===== config.mk =====
export PLATFORM = sky130hd
export DESIGN_NAME = fetch_unit
export DESIGN_NICKNAME = d
export VERILOG_FILES = /design/src/design/fetch_pkg.sv /design/src/design/decode_stage.sv /design/src/design/fetch_unit.sv /design/src/design/if_stage.sv /design/src/design/pc_gen.sv
export VERILOG_INCLUDE_DIRS = /design/src /design/src/include
export SDC_FILE = /design/constraint.sdc
export NUM_CORES = 1
export LEC_CHECK = 0
export BUFFER_PORTS_ARGS = -buffer_cell sky130_fd_sc_hd__buf_2
export CAP_MARGIN = 10
export CORE_MARGIN = 2
export CORE_UTILIZATION = 60
export DETAILED_ROUTE_END_ITERATION = 12
export PLACE_DENSITY = 0.87
export SYNTH_ARGS = -nofsm -noshare
export SYNTH_HDL_FRONTEND = slang
export SYNTH_SLANG_ARGS = --single-unit

===== constraint.sdc =====
create_clock -name clk -period 18.6 [get_ports clk]
set_input_delay 0.93 -clock clk [delete_from_list [all_inputs] [get_ports clk]]
set_output_delay 0.93 -clock clk [all_outputs]
set_load 0.005 [all_outputs]

===== src/include/fetch_cfg.svh =====
`ifndef FETCH_CFG_SVH
`define FETCH_CFG_SVH

////////////////////
// Program counter
////////////////////

// First fetch address after reset
`define FETCH_RESET_PC   32'h0000_0100

// Exception vectors
`define FETCH_VEC_BUSERR 32'h0000_0200
`define FETCH_VEC_IMMU   32'h0000_0400
`define FETCH_VEC_ITLB   32'h0000_0A00

////////////////////
// Cache error tags
////////////////////

`define FETCH_TAG_TE     4'hD
`define FETCH_TAG_PE     4'hC
`define FETCH_TAG_BE     4'hB

// l.nop, used for flushed and failed fetches
`define FETCH_NOP_INSN   32'h1500_0000

// Major opcode of l.j, target is own PC plus sign-extended offset times four
`define FETCH_OPC_JUMP   6'h00

`endif


===== src/design/fetch_pkg.sv =====
package fetch_pkg;

	////////////////////
	// Fetch request
	////////////////////

	// Request from PC generator, stale set once a redirect overtakes it
	typedef struct packed {
		logic        valid;
		logic [31:0] addr;
		logic        stale;
	} fetch_req_t;

	// Fetch exception kinds
	typedef enum logic [1:0] {
		EXC_NONE   = 2'd0,
		EXC_ITLB   = 2'd1,
		EXC_IMMU   = 2'd2,
		EXC_BUSERR = 2'd3
	} exc_code_t;

	// Fetch stage output toward decode
	typedef struct packed {
		logic        valid;
		logic [31:0] pc;
		logic [31:0] insn;
		exc_code_t   exc;
	} if_insn_t;

	// PC redirect, valid doubles as flush
	typedef struct packed {
		logic        valid;
		logic [31:0] target;
	} redirect_t;

	// Decoded record on the output port
	typedef struct packed {
		logic [31:0] pc;
		logic [31:0] insn;
		exc_code_t   exc;
		logic        is_jump;
	} dec_rec_t;

endpackage


===== src/design/decode_stage.sv =====
`timescale 1ns/1ps
`include "fetch_cfg.svh"

module decode_stage (
	input  logic                 clk,
	input  logic                 arst_n_i,
	input  fetch_pkg::if_insn_t  insn_i,
	input  logic                 dec_ready_i,
	output fetch_pkg::dec_rec_t  dec_o,
	output logic                 dec_valid_o,
	output logic                 freeze_o,
	output fetch_pkg::redirect_t redirect_o
);
	import fetch_pkg::*;

	// Decode register
	logic        valid_q;
	dec_rec_t    rec_q;
	logic        load;
	// Jump detect
	logic        is_jump;
	logic [31:0] jump_tgt;
	// Exception vector for the incoming record
	logic [31:0] exc_vec;
	// One-cycle redirect
	logic        redir_valid_q;
	logic [31:0] redir_tgt_q;

	// Output held and not taken
	assign freeze_o = valid_q & ~dec_ready_i;

	// Drop anything arriving in the redirect cycle
	assign load = insn_i.valid & ~freeze_o & ~redir_valid_q;

	////////////////////
	// Decode
	////////////////////

	assign is_jump = (insn_i.exc == EXC_NONE) &&
		(insn_i.insn[31:26] == `FETCH_OPC_JUMP);

	// Offset in words, sign extended
	assign jump_tgt = insn_i.pc + {{4{insn_i.insn[25]}}, insn_i.insn[25:0], 2'b00};

	always_comb begin
		case (insn_i.exc)
			EXC_ITLB:   exc_vec = `FETCH_VEC_ITLB;
			EXC_IMMU:   exc_vec = `FETCH_VEC_IMMU;
			EXC_BUSERR: exc_vec = `FETCH_VEC_BUSERR;
			default:    exc_vec = 32'h0;
		endcase
	end

	////////////////////
	// Registers
	////////////////////

	always_ff @(posedge clk or negedge arst_n_i) begin
		if (!arst_n_i) begin
			valid_q       <= 1'b0;
			redir_valid_q <= 1'b0;
		end else begin
			if (load) begin
				valid_q <= 1'b1;
			end else if (dec_ready_i) begin
				valid_q <= 1'b0;
			end
			// Only for one cycle after the load
			redir_valid_q <= load & (is_jump | (insn_i.exc != EXC_NONE));
		end
	end

	always_ff @(posedge clk) begin
		if (load) begin
			rec_q <= '{pc: insn_i.pc, insn: insn_i.insn, exc: insn_i.exc,
				is_jump: is_jump};
			redir_tgt_q <= is_jump ? jump_tgt : exc_vec;
		end
	end

	////////////////////
	// Outputs
	////////////////////

	assign dec_o       = rec_q;
	assign dec_valid_o = valid_q;
	// Also flushes the fetch stage
	assign redirect_o  = '{valid: redir_valid_q, target: redir_tgt_q};

endmodule


===== src/design/fetch_unit.sv =====
`timescale 1ns/1ps

module fetch_unit (
	input  logic                clk,
	input  logic                arst_n_i,
	output logic                icpu_req_o,
	output logic [31:0]         icpu_adr_o,
	input  logic [31:0]         icpu_dat_i,
	input  logic                icpu_ack_i,
	input  logic                icpu_err_i,
	input  logic [3:0]          icpu_tag_i,
	output fetch_pkg::dec_rec_t dec_o,
	output logic                dec_valid_o,
	input  logic                dec_ready_i
);
	import fetch_pkg::*;

	fetch_req_t req;
	if_insn_t   if_insn;
	redirect_t  redirect;
	// Handshake between fetch stage and PC generator
	logic       adv;
	logic       hold;
	// Back-pressure from decode
	logic       freeze;

	////////////////////
	// Producer
	////////////////////

	pc_gen pc_gen_inst (
		.clk        (clk),
		.arst_n_i   (arst_n_i),
		.adv_i      (adv),
		.hold_i     (hold),
		.redirect_i (redirect),
		.req_o      (req)
	);

	// Cache port request
	assign icpu_req_o = req.valid;
	assign icpu_adr_o = req.addr;

	////////////////////
	// Buffer
	////////////////////

	if_stage if_stage_inst (
		.clk        (clk),
		.arst_n_i   (arst_n_i),
		.req_i      (req),
		.icpu_dat_i (icpu_dat_i),
		.icpu_ack_i (icpu_ack_i),
		.icpu_err_i (icpu_err_i),
		.icpu_tag_i (icpu_tag_i),
		.freeze_i   (freeze),
		.flush_i    (redirect.valid),
		.insn_o     (if_insn),
		.adv_o      (adv),
		.hold_o     (hold)
	);

	// Consumer
	decode_stage decode_stage_inst (
		.clk         (clk),
		.arst_n_i    (arst_n_i),
		.insn_i      (if_insn),
		.dec_ready_i (dec_ready_i),
		.dec_o       (dec_o),
		.dec_valid_o (dec_valid_o),
		.freeze_o    (freeze),
		.redirect_o  (redirect)
	);

endmodule


===== src/design/if_stage.sv =====
`timescale 1ns/1ps
`include "fetch_cfg.svh"

module if_stage (
	input  logic                  clk,
	input  logic                  arst_n_i,
	input  fetch_pkg::fetch_req_t req_i,
	input  logic [31:0]           icpu_dat_i,
	input  logic                  icpu_ack_i,
	input  logic                  icpu_err_i,
	input  logic [3:0]            icpu_tag_i,
	input  logic                  freeze_i,
	input  logic                  flush_i,
	output fetch_pkg::if_insn_t   insn_o,
	output logic                  adv_o,
	output logic                  hold_o
);
	import fetch_pkg::*;

	// Response for the request in progress
	logic        resp;
	// Response that may go on to decode
	logic        live_ok;
	logic [31:0] live_insn;
	exc_code_t   live_exc;
	// Save slot
	logic        save_now;
	logic        saved_q;
	logic        saved_d;
	logic [31:0] pc_saved_q;
	logic [31:0] insn_saved_q;
	exc_code_t   exc_saved_q;

	assign resp = req_i.valid & (icpu_ack_i | icpu_err_i);
	// Stale answers and flushed cycles are swallowed
	assign live_ok = resp & ~req_i.stale & ~flush_i;

	////////////////////
	// Error tag mapping
	////////////////////

	always_comb begin
		live_exc = EXC_NONE;
		if (icpu_err_i) begin
			case (icpu_tag_i)
				`FETCH_TAG_TE: live_exc = EXC_ITLB;
				`FETCH_TAG_PE: live_exc = EXC_IMMU;
				`FETCH_TAG_BE: live_exc = EXC_BUSERR;
				// Unknown tag treated as bus error
				default:       live_exc = EXC_BUSERR;
			endcase
		end
	end

	// Failed fetch carries a NOP
	assign live_insn = icpu_err_i ? `FETCH_NOP_INSN : icpu_dat_i;

	////////////////////
	// Save slot
	////////////////////

	// Only one entry, the frozen pipe stops further requests
	assign save_now = live_ok & freeze_i & ~saved_q;

	always_comb begin
		saved_d = saved_q;
		if (flush_i) begin
			saved_d = 1'b0;
		end else if (save_now) begin
			saved_d = 1'b1;
		end else if (!freeze_i) begin
			// Replayed this cycle
			saved_d = 1'b0;
		end
	end

	always_ff @(posedge clk or negedge arst_n_i) begin
		if (!arst_n_i) begin
			saved_q <= 1'b0;
		end else begin
			saved_q <= saved_d;
		end
	end

	always_ff @(posedge clk) begin
		if (save_now) begin
			pc_saved_q   <= req_i.addr;
			insn_saved_q <= live_insn;
			exc_saved_q  <= live_exc;
		end
	end

	////////////////////
	// Output select
	////////////////////

	always_comb begin
		if (saved_q) begin
			// Replay in the first unfrozen cycle
			insn_o = '{valid: ~freeze_i & ~flush_i, pc: pc_saved_q,
				insn: insn_saved_q, exc: exc_saved_q};
		end else begin
			insn_o = '{valid: live_ok & ~freeze_i, pc: req_i.addr,
				insn: live_insn, exc: live_exc};
		end
	end

	// Every response is consumed, so the PC may move on
	assign adv_o  = resp;
	// Keep requests off while an entry sits in the slot
	assign hold_o = saved_d;

endmodule


===== src/design/pc_gen.sv =====
`timescale 1ns/1ps
`include "fetch_cfg.svh"

module pc_gen (
	input  logic                  clk,
	input  logic                  arst_n_i,
	input  logic                  adv_i,
	input  logic                  hold_i,
	input  fetch_pkg::redirect_t  redirect_i,
	output fetch_pkg::fetch_req_t req_o
);

	// Current fetch address
	logic [31:0] pc_q;
	logic [31:0] pc_d;
	// Redirect target parked until the stale response returns
	logic [31:0] tgt_q;
	// Request in progress
	logic        busy_q;
	// Outstanding request overtaken by a redirect
	logic        stale_q;

	////////////////////
	// Next PC
	////////////////////

	always_comb begin
		pc_d = pc_q;
		// Address may only move when no request is waiting
		if (redirect_i.valid && (adv_i || !busy_q)) begin
			pc_d = redirect_i.target;
		end else if (adv_i) begin
			// Stale response consumed, go to the parked target
			pc_d = stale_q ? tgt_q : pc_q + 32'd4;
		end
	end

	always_ff @(posedge clk or negedge arst_n_i) begin
		if (!arst_n_i) begin
			pc_q    <= `FETCH_RESET_PC;
			busy_q  <= 1'b0;
			stale_q <= 1'b0;
		end else begin
			pc_q <= pc_d;
			// New request right after a response, unless a save blocks it
			if (!busy_q || adv_i) begin
				busy_q <= ~hold_i;
			end
			if (adv_i) begin
				stale_q <= 1'b0;
			end else if (busy_q && redirect_i.valid) begin
				stale_q <= 1'b1;
			end
		end
	end

	// Target held while the overtaken request finishes
	always_ff @(posedge clk) begin
		if (busy_q && !adv_i && redirect_i.valid) begin
			tgt_q <= redirect_i.target;
		end
	end

	////////////////////
	// Request out
	////////////////////

	assign req_o = '{valid: busy_q, addr: pc_q, stale: stale_q};

endmodule


Word-level counts from Yosys, hierarchy flattened
Cells that the tools add are included. Widths: inputs -> output; s select.

Bits in read-only memories: 0. Register bits: 234. Memory bits (writable): 0. Bits of input ports: 41. Latch bits: 0. Memories kept: 0.

$add $sub $neg: 2. Shift operators: 0. Multiply operators: 0. Multiplexer cells: 16. Div/mod/pow operators: 0. $lt $le $gt $ge: 0. Reduce and logical (&&, ||, !) cells: 14. Equality and inequality tests: 5. Bitwise logic cells: 19.

Operators by type and width (number): $mux 32 (5); $mux 67 (1); $pmux 12 s3 (1); $add 32x3->32 const B (1); $add 32x32->32 (1); $and 1x1->1 (11); $eq 4x4->1 const B (2); $reduce_bool 2->1 (4); $mux 1 (7); $logic_not 6->1 (1); $not 1->1 (6); $logic_and 1x1->1 (5); $eq 2x2->1 const B (2); $pmux 2 s2 (1); $eq 2x1->1 const B (1); $logic_not 1->1 (2); $logic_not 2->1 (1); $mux 2 (1); $or 1x1->1 (2); $logic_or 1x1->1 (1).

Longest topological paths before layout
Gate-level depths: netlist of the first run.

Depth after elaboration: 10. Mapped depth: 14. Mapped depth without buffers: 12.

Hierarchy
A second synthesis of the first run with hierarchy kept.

Cell total of the unflattened synthesis: 920. Area, all modules: 11607.4 um2.

Modules (own cells, without submodules): decode_stage (area each 5014.8 um2, sequential area each 3022.9 um2, instances 1, cells each 395); pc_gen (area each 3457.1 um2, sequential area each 1813.0 um2, instances 1, cells each 336); if_stage (area each 3135.5 um2, sequential area each 2006.9 um2, instances 1, cells each 189).

Worst setup path after synthesis of the first run
Ideal clock, no wire load.

Path type: input to register. Start: input icpu_err_i. End: register if_stage_inst.exc_saved_q[0] (enable). Setup time: 0.585 ns. Arrival time: 6.349 ns. Path buffers: 1. Path slack: 11.666 ns. Data required time: 18.015 ns. Stages on the path: 4. Cell sequence: clkbuf_1 o21ai_0 nor3_1 nor3b_1.

Word-level cells in the longest chain between the ends: 6.

RTL lines: from (decl) (line fetch_unit.sv:10) `input logic icpu_err_i,`; $or 1x1->1 (line if_stage.sv:34) `assign resp = req_i.valid & (icpu_ack_i | icpu_err_i);`; $and 1x1->1 (line if_stage.sv:34); $and 1x1->1 (2 in series) (line if_stage.sv:36) `assign live_ok = resp & ~req_i.stale & ~flush_i;`; $and 1x1->1 (2 in series) (line if_stage.sv:63) `assign save_now = live_ok & freeze_i & ~saved_q;`; named net if_stage_inst.save_now (line if_stage.sv:27) `logic save_now;`; to (signal assigned) (line if_stage.sv:89) `exc_saved_q <= live_exc;`; to (decl) (line if_stage.sv:32) `exc_code_t exc_saved_q;`.

The timed path passes the listed nets, and every way through them passes these cells. A chain may end at the register's enable or synchronous reset.

==> results.yml, run 1 <==
outcome:
  status: "finished, final reports clean"
synth:
  syn_nets: 979
  synth-warning-count: 0
  synth_largest_area_cell: "edfxtp_1"
  postSynthCellCount: 907
  synthTopCellsByCount: "edfxtp_1, nor2_1, nand2_1, mux2_2, o21ai_0"
  syn-cell-area_sq_um: 11300
  synth-async-reset-ratio_pct: 15.8
  synth-seq-cells: 234
  syn_area_per_cell_sq_um: 12.4
  yosysSeqAreaShare_pct: 60.8
  synth.distinct_cells: 61
  yosys.cell_count.top_type: "edfxtp_1"
  synth_edf_count: 197
  synth_area_leaders: "edfxtp_1, dfrtp_1, mux2_2, ha_1, nor2_1"
  synth_top_area_share_pct: 52.6
  synth-main-ff-cell: "edfxtp_1"
finish:
  fill_cells: 1263
  drive_gt1_share_pct: 25.9
  syn_to_final_growth_pct: 15.3
  diodes: 0
  nNetsFinal: 1110
  final_util_pct: 69.8
timing:
  hold_viol_final: 0
  finalClockSkew_ns: 0.0118
  max_slew_margin_pct: 16.1
  drv_slew: 0
  tightest_slew_ns: 1.26
  fmax_ghz: 0.231
  setup-tns-final_ns: 0
  finalSetupViolations: 0
  period_needed_ns: 4.34
  rsz0062_at_grt: "false"
  fin_crit_sh_pct: 23.3
power_and_ir_drop:
  swShare_pct: 38.1
  power_leakage_nw: 5.10
  pwr-share-comb_pct: 41.3
  switching_power_w: 0.000971
  peakVddDrop_uv: 115
  p_seq_share_pct: 39.1
  power_density_nw_per_um2: 196
  p_clk_share_pct: 19.6
  cellInternalPower_w: 0.00157
global_routing:
  grt_pass1_vias: 7938
  grt-ovfl-total: 0
  grt_pass1_wl_um: 40800
  grt_antenna_before_repair: 0
  grtUsageTotal_pct: 25.6
  grt_max_degree: 67
route:
  wl_per_cell_um: 20.1
  dr.pass1.iters: 5
  drc: 0
  ant_nets: 0
  num_vias: 7996
  vias_per_cell: 6.20
  drt_iter0_drc: 807
  wl_um: 26000
worst_setup_path:
  cpMostUsedCell: "o21ai_0"
  slowest_delay_ns: 0.67
  path_class: "in2reg"
  endpoint_kind: "register"
  cp.required_ns: 18.85
  crit_slowest_cell: "buf_2"
  worstRegToRegCells: 10
  startpoint_type: "input port"
  arrival_ns: 4.58
  crit_path_max_fanout: 39
  crit_path_cell_trace: "buf_2 > nor2b_1 > mux2_2 > ha_1 > o21ai_0 > o21ai_0 > nand2_1 > o2111a_1 > o31ai_1 > a31oi_1 > xnor2_1 > nor2_1"
clock_network:
  cts_sinks: 234
  cts_tree: "done"
  numCtsBuffers: 24
  clock_latency_ns: 0.52
  cts_root_buffer: "clkbuf_16"
  cts.clk_slew.worst_paths_ns: 0.06
  cts_hold_buffers: 0
  cts_resized: 0
  post_cts_buffers: 0
  clockBufferDepth: 3
  cts.htree.levels: 1
die:
  start_util_pct: 60.6
  die_h_um: 141
  dieArea_sq_um: 19900
  row_count: 50
  core_sq_um: 18600
  top_level_ports: 142
  die_x_um: 141
hold_path:
  min_path_type: "reg2reg"
  whs_path_depth: 0
place:
  portBuffers: 141
  gp_congestion: 0.855
  dp_hpwl_um: 16500
job:
  drv_cap: 0
-- cells by family (layout without fill, tap and decap cells) --
group                      Yosys count  count (layout)  synth area share (%)
adders and majority gates           31              31                  3.51
DFF                                234             234                  60.8
and+or+nand+nor                    269             269                  11.6
AOI/OAI and AO/OA                  198             198                  11.3
muxes                               73              73                  7.27
xor gates and xnor gates            45              45                  3.50
buffers and inverters               57             206                  1.99
-- cells in the final DEF, fill, tap and decap left out, types with 18 or more instances in the layout --
master,count
a21o_1,26
a21oi_1,46
a221oi_1,19
buf_2,141
clkbuf_16,25
dfrtp_1,35
edfxtp_1,197
ha_1,30
mux2_2,70
nand2_1,74
nor2_1,88
nor2b_1,30
o21ai_0,47
xnor2_1,27
xor2_1,18
-- final timing paths --
check	from	to	slack, ns
worst max-delay path	icpu_err_i	decode_stage_inst.redir_tgt_q[31]	14.26
worst min-delay path	decode_stage_inst.redir_tgt_q[15]	pc_gen_inst.tgt_q[15]	0.45
worst max register to register	if_stage_inst.saved_q	decode_stage_inst.redir_tgt_q[31]	14.33
worst min register to register	decode_stage_inst.redir_tgt_q[15]	pc_gen_inst.tgt_q[15]	0.45
max in group asynchronous	arst_n_i	if_stage_inst.saved_q	17.42
min in group asynchronous	arst_n_i	pc_gen_inst.pc_q[0]	0.56
-- power groups by stage --
| stage | clock, W | combinational [W] | sequential [W] |
|---|---|---|---|
| after global placement | 0 | 0.000989 | 0.000992 |
| final | 0.000498 | 0.00105 | 0.000996 |
| after CTS | 0.000501 | 0.00104 | 0.000994 |
| after global routing | 0.000520 | 0.00115 | 0.00102 |
| after detailed placement | 0 | 0.00102 | 0.000999 |
| after floorplan | 0 | 0.000722 | 0.000977 |
-- layer usage --
metal	part of all wire, %	up-vias	track usage (%)
met1	42	3846	35.8
met2	48	436	41.7
met4	2.4	0	8.95
li1	-	3656	-
met5	0	-	0
met3	7.6	58	3.67
-- registers in the layout (all words and copies together), names as in the netlist --
register	flops
decode_stage_inst.dec_o	67
decode_stage_inst.dec_valid_o	1
if_stage_inst.saved_q	1
pc_gen_inst.busy_q	1
pc_gen_inst.stale_q	1
decode_stage_inst.redir_valid_q	1
if_stage_inst.insn_saved_q	32
pc_gen_inst.tgt_q	32
decode_stage_inst.redir_tgt_q	32
if_stage_inst.pc_saved_q	32
pc_gen_inst.pc_q	32
if_stage_inst.exc_saved_q	2
-- final cells by class --
| cell class | count | area (sq um) | share of cell area (%) |
|---|---|---|---|
| Sequential cell | 234 | 6840 | 52.8 |
| Multi-Input combinational cell | 616 | 4210 | 32.5 |
| Timing Repair Buffer | 148 | 758 | 5.84 |
| Clock buffer | 30 | 644 | 4.97 |
| Tap cell | 234 | 293 | 2.26 |
| Clock inverter | 14 | 169 | 1.30 |
| Inverter | 14 | 52.6 | 0.405 |
-- critical path, delay by kind of cell --
kind	cells	cell delay, ns
adder cells (fa/ha/maj)	1	0.37
AND/OR/NAND/NOR	3	0.35
buffers and inverters	1	0.67
AO/OA/AOI/OAI	5	1.67
XOR/XNOR	1	0.22
multiplexers	1	0.32
-- per-stage QoR --
step / cells / total power, W / hold WS [ns] / worst slack [ns] / cell area, sq um
finish: 1290 / 0.00255 / 0.453 / 14.26 / 13000
global route: 1290 / 0.00269 / 0.467 / 13.93 / 13000
CTS: 1290 / 0.00254 / 0.448 / 14.31 / 13000
detailed placement: 1246 / 0.00202 / 0.432 / 13.89 / 12200
global placement: 1246 / 0.00198 / 0.427 / 14.14 / 12200
floorplan: 907 / 0.00170 / 0.418 / 11.67 / 11300
Note: power is estimated with default switching activity, not from simulation.
==> run 2, diff against run 1 <==
--- a/config.mk
+++ b/config.mk
@@ -9,9 +9,9 @@
 export BUFFER_PORTS_ARGS = -buffer_cell sky130_fd_sc_hd__buf_2
 export CAP_MARGIN = 10
 export CORE_MARGIN = 2
-export CORE_UTILIZATION = 60
+export CORE_UTILIZATION = 53
 export DETAILED_ROUTE_END_ITERATION = 12
-export PLACE_DENSITY = 0.87
+export PLACE_DENSITY = 0.82
 export SYNTH_ARGS = -nofsm -noshare
 export SYNTH_HDL_FRONTEND = slang
 export SYNTH_SLANG_ARGS = --single-unit
==> constraint.sdc (replaced) <==
create_clock -name clk -period 3.97 [get_ports clk]
set_input_delay 0.1985 -clock clk [delete_from_list [all_inputs] [get_ports clk]]
set_output_delay 0.1985 -clock clk [all_outputs]
set_load 0.005 [all_outputs]
==> results.yml, run 2 (same netlist as run 1, synthesis figures left out) <==
outcome:
  status: "finished, final reports clean"
finish:
  most-common-layout-cells: "edfxtp_1, buf_2, nor2_1"
  diodes: 0
  layoutNonFillerInstCount: 1357
  postLayoutCellArea_sq_um: 13300
  layout_commonest_cell: "edfxtp_1"
  syn_to_final_growth_pct: 18.2
  nNetsFinal: 1135
  drive_gt1_share_pct: 27.3
  largest_reg_flops: 67
  final_util_pct: 63.5
clock_network:
  cts_tree: "done"
  cts_sinks: 234
  post_cts_buffers: 0
  cts_hold_buffers: 5
  cts_resized: 0
  cts.htree.levels: 1
  clockBufferDepth: 3
  cts.clk_slew.worst_paths_ns: 0.06
  clock_latency_ns: 0.53
  cts_root_buffer: "clkbuf_16"
  numCtsBuffers: 25
worst_setup_path:
  slowest_delay_ns: 0.76
  crit_path_cell_trace: "mux2_2 > ha_1 > fa_1 > a21o_1 > a21oi_1 > o21ai_0 > o211a_1 > o211ai_1 > a21oi_1 > nor3_1 > nor3_1"
  crit_slowest_cell: "dfrtp_2"
  arrival_ns: 4.04
  r2r_start: "if_stage_inst.saved_q"
  cp.required_ns: 4.22
  cp_num_buf_inv: 0
  worst_r2r_endpoint: "decode_stage_inst.redir_tgt_q[30]"
  path_class: "reg2reg"
  rrSetupSlack_ns: 0.18
  endpoint_kind: "register"
  worstRegToRegCells: 11
  crit_path_max_fanout: 24
  startpoint_type: "register"
  cp_top_family: "compound AO/OA/AOI/OAI gates"
route:
  wl_per_cell_um: 19.5
  drc: 0
  vias_per_cell: 5.94
  num_vias: 8056
  drt_iter0_drc: 753
  dr.pass1.iters: 5
  wl_um: 26500
  ant_nets: 0
global_routing:
  grtUsageTotal_pct: 23.5
  grt-ovfl-total: 0
  grt_pass1_wl_um: 41400
  grt_pass1_vias: 7848
  grt_antenna_before_repair: 0
  grt_max_degree: 67
timing:
  tightest_slew_ns: 1.29
  max_slew_margin_pct: 13.8
  finalWorstSetupSlack_ns: 0.181
  rsz0062_at_grt: "false"
  finalClockSkew_ns: 0.0111
  period_needed_ns: 3.79
  fin_crit_sh_pct: 95.4
  hold_viol_final: 0
  drv_slew: 0
  finalSetupViolations: 0
  setup-tns-final_ns: 0
  fmax_ghz: 0.264
die:
  die_h_um: 150
  dieArea_sq_um: 22400
  row_count: 53
  core_sq_um: 21000
  die_x_um: 150
  top_level_ports: 142
  start_util_pct: 53.7
hold_path:
  hold_end: "if_stage_inst.insn_saved_q[2]"
  holdCritStartpoint: "icpu_dat_i[2]"
  min_path_type: "in2reg"
  whs_path_depth: 2
place:
  post-place-ws_ns: 0.269
  gp_congestion: 0.925
  dp_hpwl_um: 17800
  dp_cells: 1306
  dpl_cell_area_sq_um: 12400
  portBuffers: 141
job:
  drv_cap: 0
power_and_ir_drop:
  power_density_nw_per_um2: 919
  peakVddDrop_uv: 455
  power_leakage_nw: 5.25
run 2: changes by cell type in the layout (fill, tap and decap cells not counted), sizes merged:
cell / before / now
clkinvlp: 1 / 0
inv: 14 / 16
buf: 148 / 167
dlygate4sd3: 0 / 5
clkbuf: 30 / 34
clkinv: 9 / 6
run 2: final cells by class:
type	instances	area (sq um)
Clock buffer	34	689
Clock inverter	12	165
Fill cell	1567	7650
Inverter	14	52.6
Multi-Input combinational cell	616	4220
Sequential cell	234	6840
Tap cell	275	344
Timing Repair Buffer	172	988
run 2: how the worst max path moves through the flow:
stage                          start                           endpoint  slack, ns  depth (start not counted)
6_report       if_stage_inst.saved_q  decode_stage_inst.redir_tgt_q[30]       0.18                         11
5_1_grt        if_stage_inst.saved_q  decode_stage_inst.redir_tgt_q[30]       0.02                         11
4_1_cts        if_stage_inst.saved_q  decode_stage_inst.redir_tgt_q[30]       0.25                         11
3_5_place_dp   if_stage_inst.saved_q  decode_stage_inst.redir_tgt_q[30]       0.27                         11
3_3_place_gp   if_stage_inst.saved_q  decode_stage_inst.redir_tgt_q[30]       0.38                         11
2_1_floorplan             icpu_err_i         decode_stage_inst.dec_o[0]       0.05                          5
run 2: worst register-to-register path, delay by kind of cell, from the launching register on:
family / cells / cell delay, ns
AOI/OAI and AO/OA: 6 / 1.42
adders and majority gates: 2 / 0.67
DFF: 1 / 0.76
muxes: 1 / 0.43
and+or+nand+nor: 2 / 0.23
run 2: through the flow:
step | total power (W) | hold WS [ns]
finish | 0.0122 | 0.00992
CTS | 0.0122 | 0.00601
global placement | 0.00954 | 0.390
detailed placement | 0.00972 | 0.377
floorplan | 0.00791 | -0.0971
global route | 0.0129 | 0.0390
run 2: layer usage:
metal  part of all wire [%]  global-route usage [%]  vias up
met5                      0                       0        -
met4                    2.8                    7.55        0
met3                    8.4                    3.45       68
met2                     47                    38.6      420
met1                     42                    32.4     3870
li1                       -                       -     3698
run 2: where the power goes:
part           internal [W]  switching [W]  total (W)
Combinational       0.00216        0.00302    0.00519
Clock               0.00148       0.000949    0.00243
Sequential          0.00394       0.000676    0.00462
==> run 3, diff against run 2 <==
--- a/config.mk
+++ b/config.mk
@@ -9,9 +9,9 @@
 export BUFFER_PORTS_ARGS = -buffer_cell sky130_fd_sc_hd__buf_2
 export CAP_MARGIN = 10
 export CORE_MARGIN = 2
-export CORE_UTILIZATION = 53
+export CORE_UTILIZATION = 58
 export DETAILED_ROUTE_END_ITERATION = 12
-export PLACE_DENSITY = 0.82
+export PLACE_DENSITY = 0.85
 export SYNTH_ARGS = -nofsm -noshare
 export SYNTH_HDL_FRONTEND = slang
 export SYNTH_SLANG_ARGS = --single-unit
==> constraint.sdc (replaced) <==
create_clock -name clk -period 3.5 [get_ports clk]
set_input_delay 0.175 -clock clk [delete_from_list [all_inputs] [get_ports clk]]
set_output_delay 0.175 -clock clk [all_outputs]
set_load 0.005 [all_outputs]
==> results.yml, run 3 (same netlist as run 1, synthesis figures left out) <==
finish:
  postLayoutCellArea_sq_um: 13400
  diodes: 0
  fill_cells: 1252
  most-common-layout-cells: "edfxtp_1, buf_2, nor2_1"
  layoutNonFillerInstCount: 1358
  largest_reg_flops: 67
  drive_gt1_share_pct: 28.6
  nNetsFinal: 1153
  layout_commonest_cell: "edfxtp_1"
  syn_to_final_growth_pct: 19.1
route:
  drc: 0
  dr.pass1.iters: 5
  ant_nets: 0
  vias_per_cell: 6.03
  drt_iter0_drc: 814
  num_vias: 8187
  wl_per_cell_um: 20.5
  wl_um: 27800
clock_network:
  cts_sinks: 234
  cts_root_buffer: "clkbuf_16"
  numCtsBuffers: 24
  cts.clk_slew.worst_paths_ns: 0.06
  cts_tree: "done"
  clockBufferDepth: 3
  clock_latency_ns: 0.52
  post_cts_buffers: 0
  cts.htree.levels: 1
timing:
  period_needed_ns: 3.42
  max_slew_margin_pct: 25.3
  finalSetupViolations: 0
  drv_slew: 0
  finalClockSkew_ns: 0.0189
  tightest_slew_ns: 1.12
  hold_viol_final: 1
  hold_slack_ns: -0.00295
  fin_crit_sh_pct: 97.8
  fmax_ghz: 0.292
global_routing:
  grt-ovfl-total: 0
  grt_pass1_wl_um: 42800
  grt_pass1_vias: 8120
  grt_antenna_before_repair: 0
  grtUsageTotal_pct: 26.9
  grt_max_degree: 54
worst_setup_path:
  rrSetupSlack_ns: 0.08
  worstRegToRegCells: 12
  crit_path_max_fanout: 35
  worst_r2r_endpoint: "decode_stage_inst.redir_tgt_q[30]"
  cp.required_ns: 3.76
  endpoint_kind: "register"
  arrival_ns: 3.68
  r2r_start: "if_stage_inst.saved_q"
  path_class: "reg2reg"
  startpoint: "if_stage_inst.saved_q"
  startpoint_type: "register"
outcome:
  failed_checks: "hold timing"
  status: "finished with violations"
power_and_ir_drop:
  power_density_nw_per_um2: 1040
  pwr-share-comb_pct: 46.2
  p_clk_share_pct: 17.8
  cellInternalPower_w: 0.00858
  peakVddDrop_uv: 543
  power_leakage_nw: 5.30
  swShare_pct: 38.7
  switching_power_w: 0.00540
  p_seq_share_pct: 36.0
place:
  gp_congestion: 0.920
  dpl_cell_area_sq_um: 12600
  portBuffers: 141
  dp_cells: 1310
  dp_hpwl_um: 18400
die:
  die_h_um: 143
  core_sq_um: 18900
  top_level_ports: 142
  dieArea_sq_um: 20500
  die_x_um: 143
  row_count: 50
  start_util_pct: 59.5
hold_path:
  min_path_type: "in2reg"
  holdCritStartpoint: "icpu_dat_i[4]"
  whs_path_depth: 2
  hold_end: "if_stage_inst.insn_saved_q[4]"
job:
  drv_cap: 0
==> run 3: metrics by stage <==
stage	hold WS (ns)	util [%]	TNS, ns	total power (W)	setup WS [ns]
4_1_cts	0.00276	70.8	0	0.0138	0.0258
2_1_floorplan	-0.121	-	0	0.00896	0.0289
6_report	-0.00295	70.9	0	0.0140	0.0785
5_1_grt	0.0109	70.9	-0.0219	0.0147	-0.0219
3_3_place_gp	0.380	66.5	0	0.0110	0.205
3_5_place_dp	0.390	66.5	0	0.0112	0.0944
==> run 3: worst max-delay path by stage <==
stage                                        endpoint  slack, ns  depth (start not counted)
detailed placement  decode_stage_inst.redir_tgt_q[27]       0.09                         12
global placement    decode_stage_inst.redir_tgt_q[24]       0.21                         11
global route        decode_stage_inst.redir_tgt_q[27]      -0.02                         12
CTS                 decode_stage_inst.redir_tgt_q[27]       0.03                         12
floorplan           decode_stage_inst.redir_tgt_q[12]       0.03                         14
finish              decode_stage_inst.redir_tgt_q[30]       0.08                         12
==> run 3: what timing repair did <==
action | 4_1_cts | 5_1_grt
hold buffers | 5 | 0
endpoints found under the hold margin | 40 | 0
gates resized for setup | 0 | 6
endpoints found under the setup margin | 0 | 8
==> run 3: routing by layer <==
layer | GRT usage (%) | share of wire, %
met1 | 37.4 | 41
met2 | 44.0 | 49
met3 | 4.59 | 8.5
met4 | 7.64 | 1.9
met5 | 0 | 0
==> run 3: final cells by class <==
class	instances	area, sq um	area share (%)
Clock buffer	36	697	5.20
Clock inverter	7	66.3	0.495
Inverter	14	52.6	0.392
Multi-Input combinational cell	616	4250	31.7
Sequential cell	234	6840	51.1
Tap cell	260	325	2.43
Timing Repair Buffer	191	1170	8.72
==> run 3: power groups by stage <==
stage	Clock [W]	Sequential [W]	Combinational, W
final	0.00248	0.00503	0.00646
after global routing	0.00261	0.00512	0.00699
after CTS	0.00250	0.00503	0.00632
after detailed placement	0	0.00506	0.00619
after global placement	0	0.00502	0.00602
after floorplan	0	0.00509	0.00387
==> run 3: critical path, cell delays in order, from the launching register on <==
cell	delay, ns
dfrtp_2	0.45
buf_12	0.23
mux2_2	0.38
ha_1	0.39
buf_4	0.19
a21o_1	0.14
a21o_1	0.17
a21o_1	0.21
a41oi_1	0.39
and3_1	0.23
a21oi_1	0.09
nor3_1	0.19
nor3_1	0.07
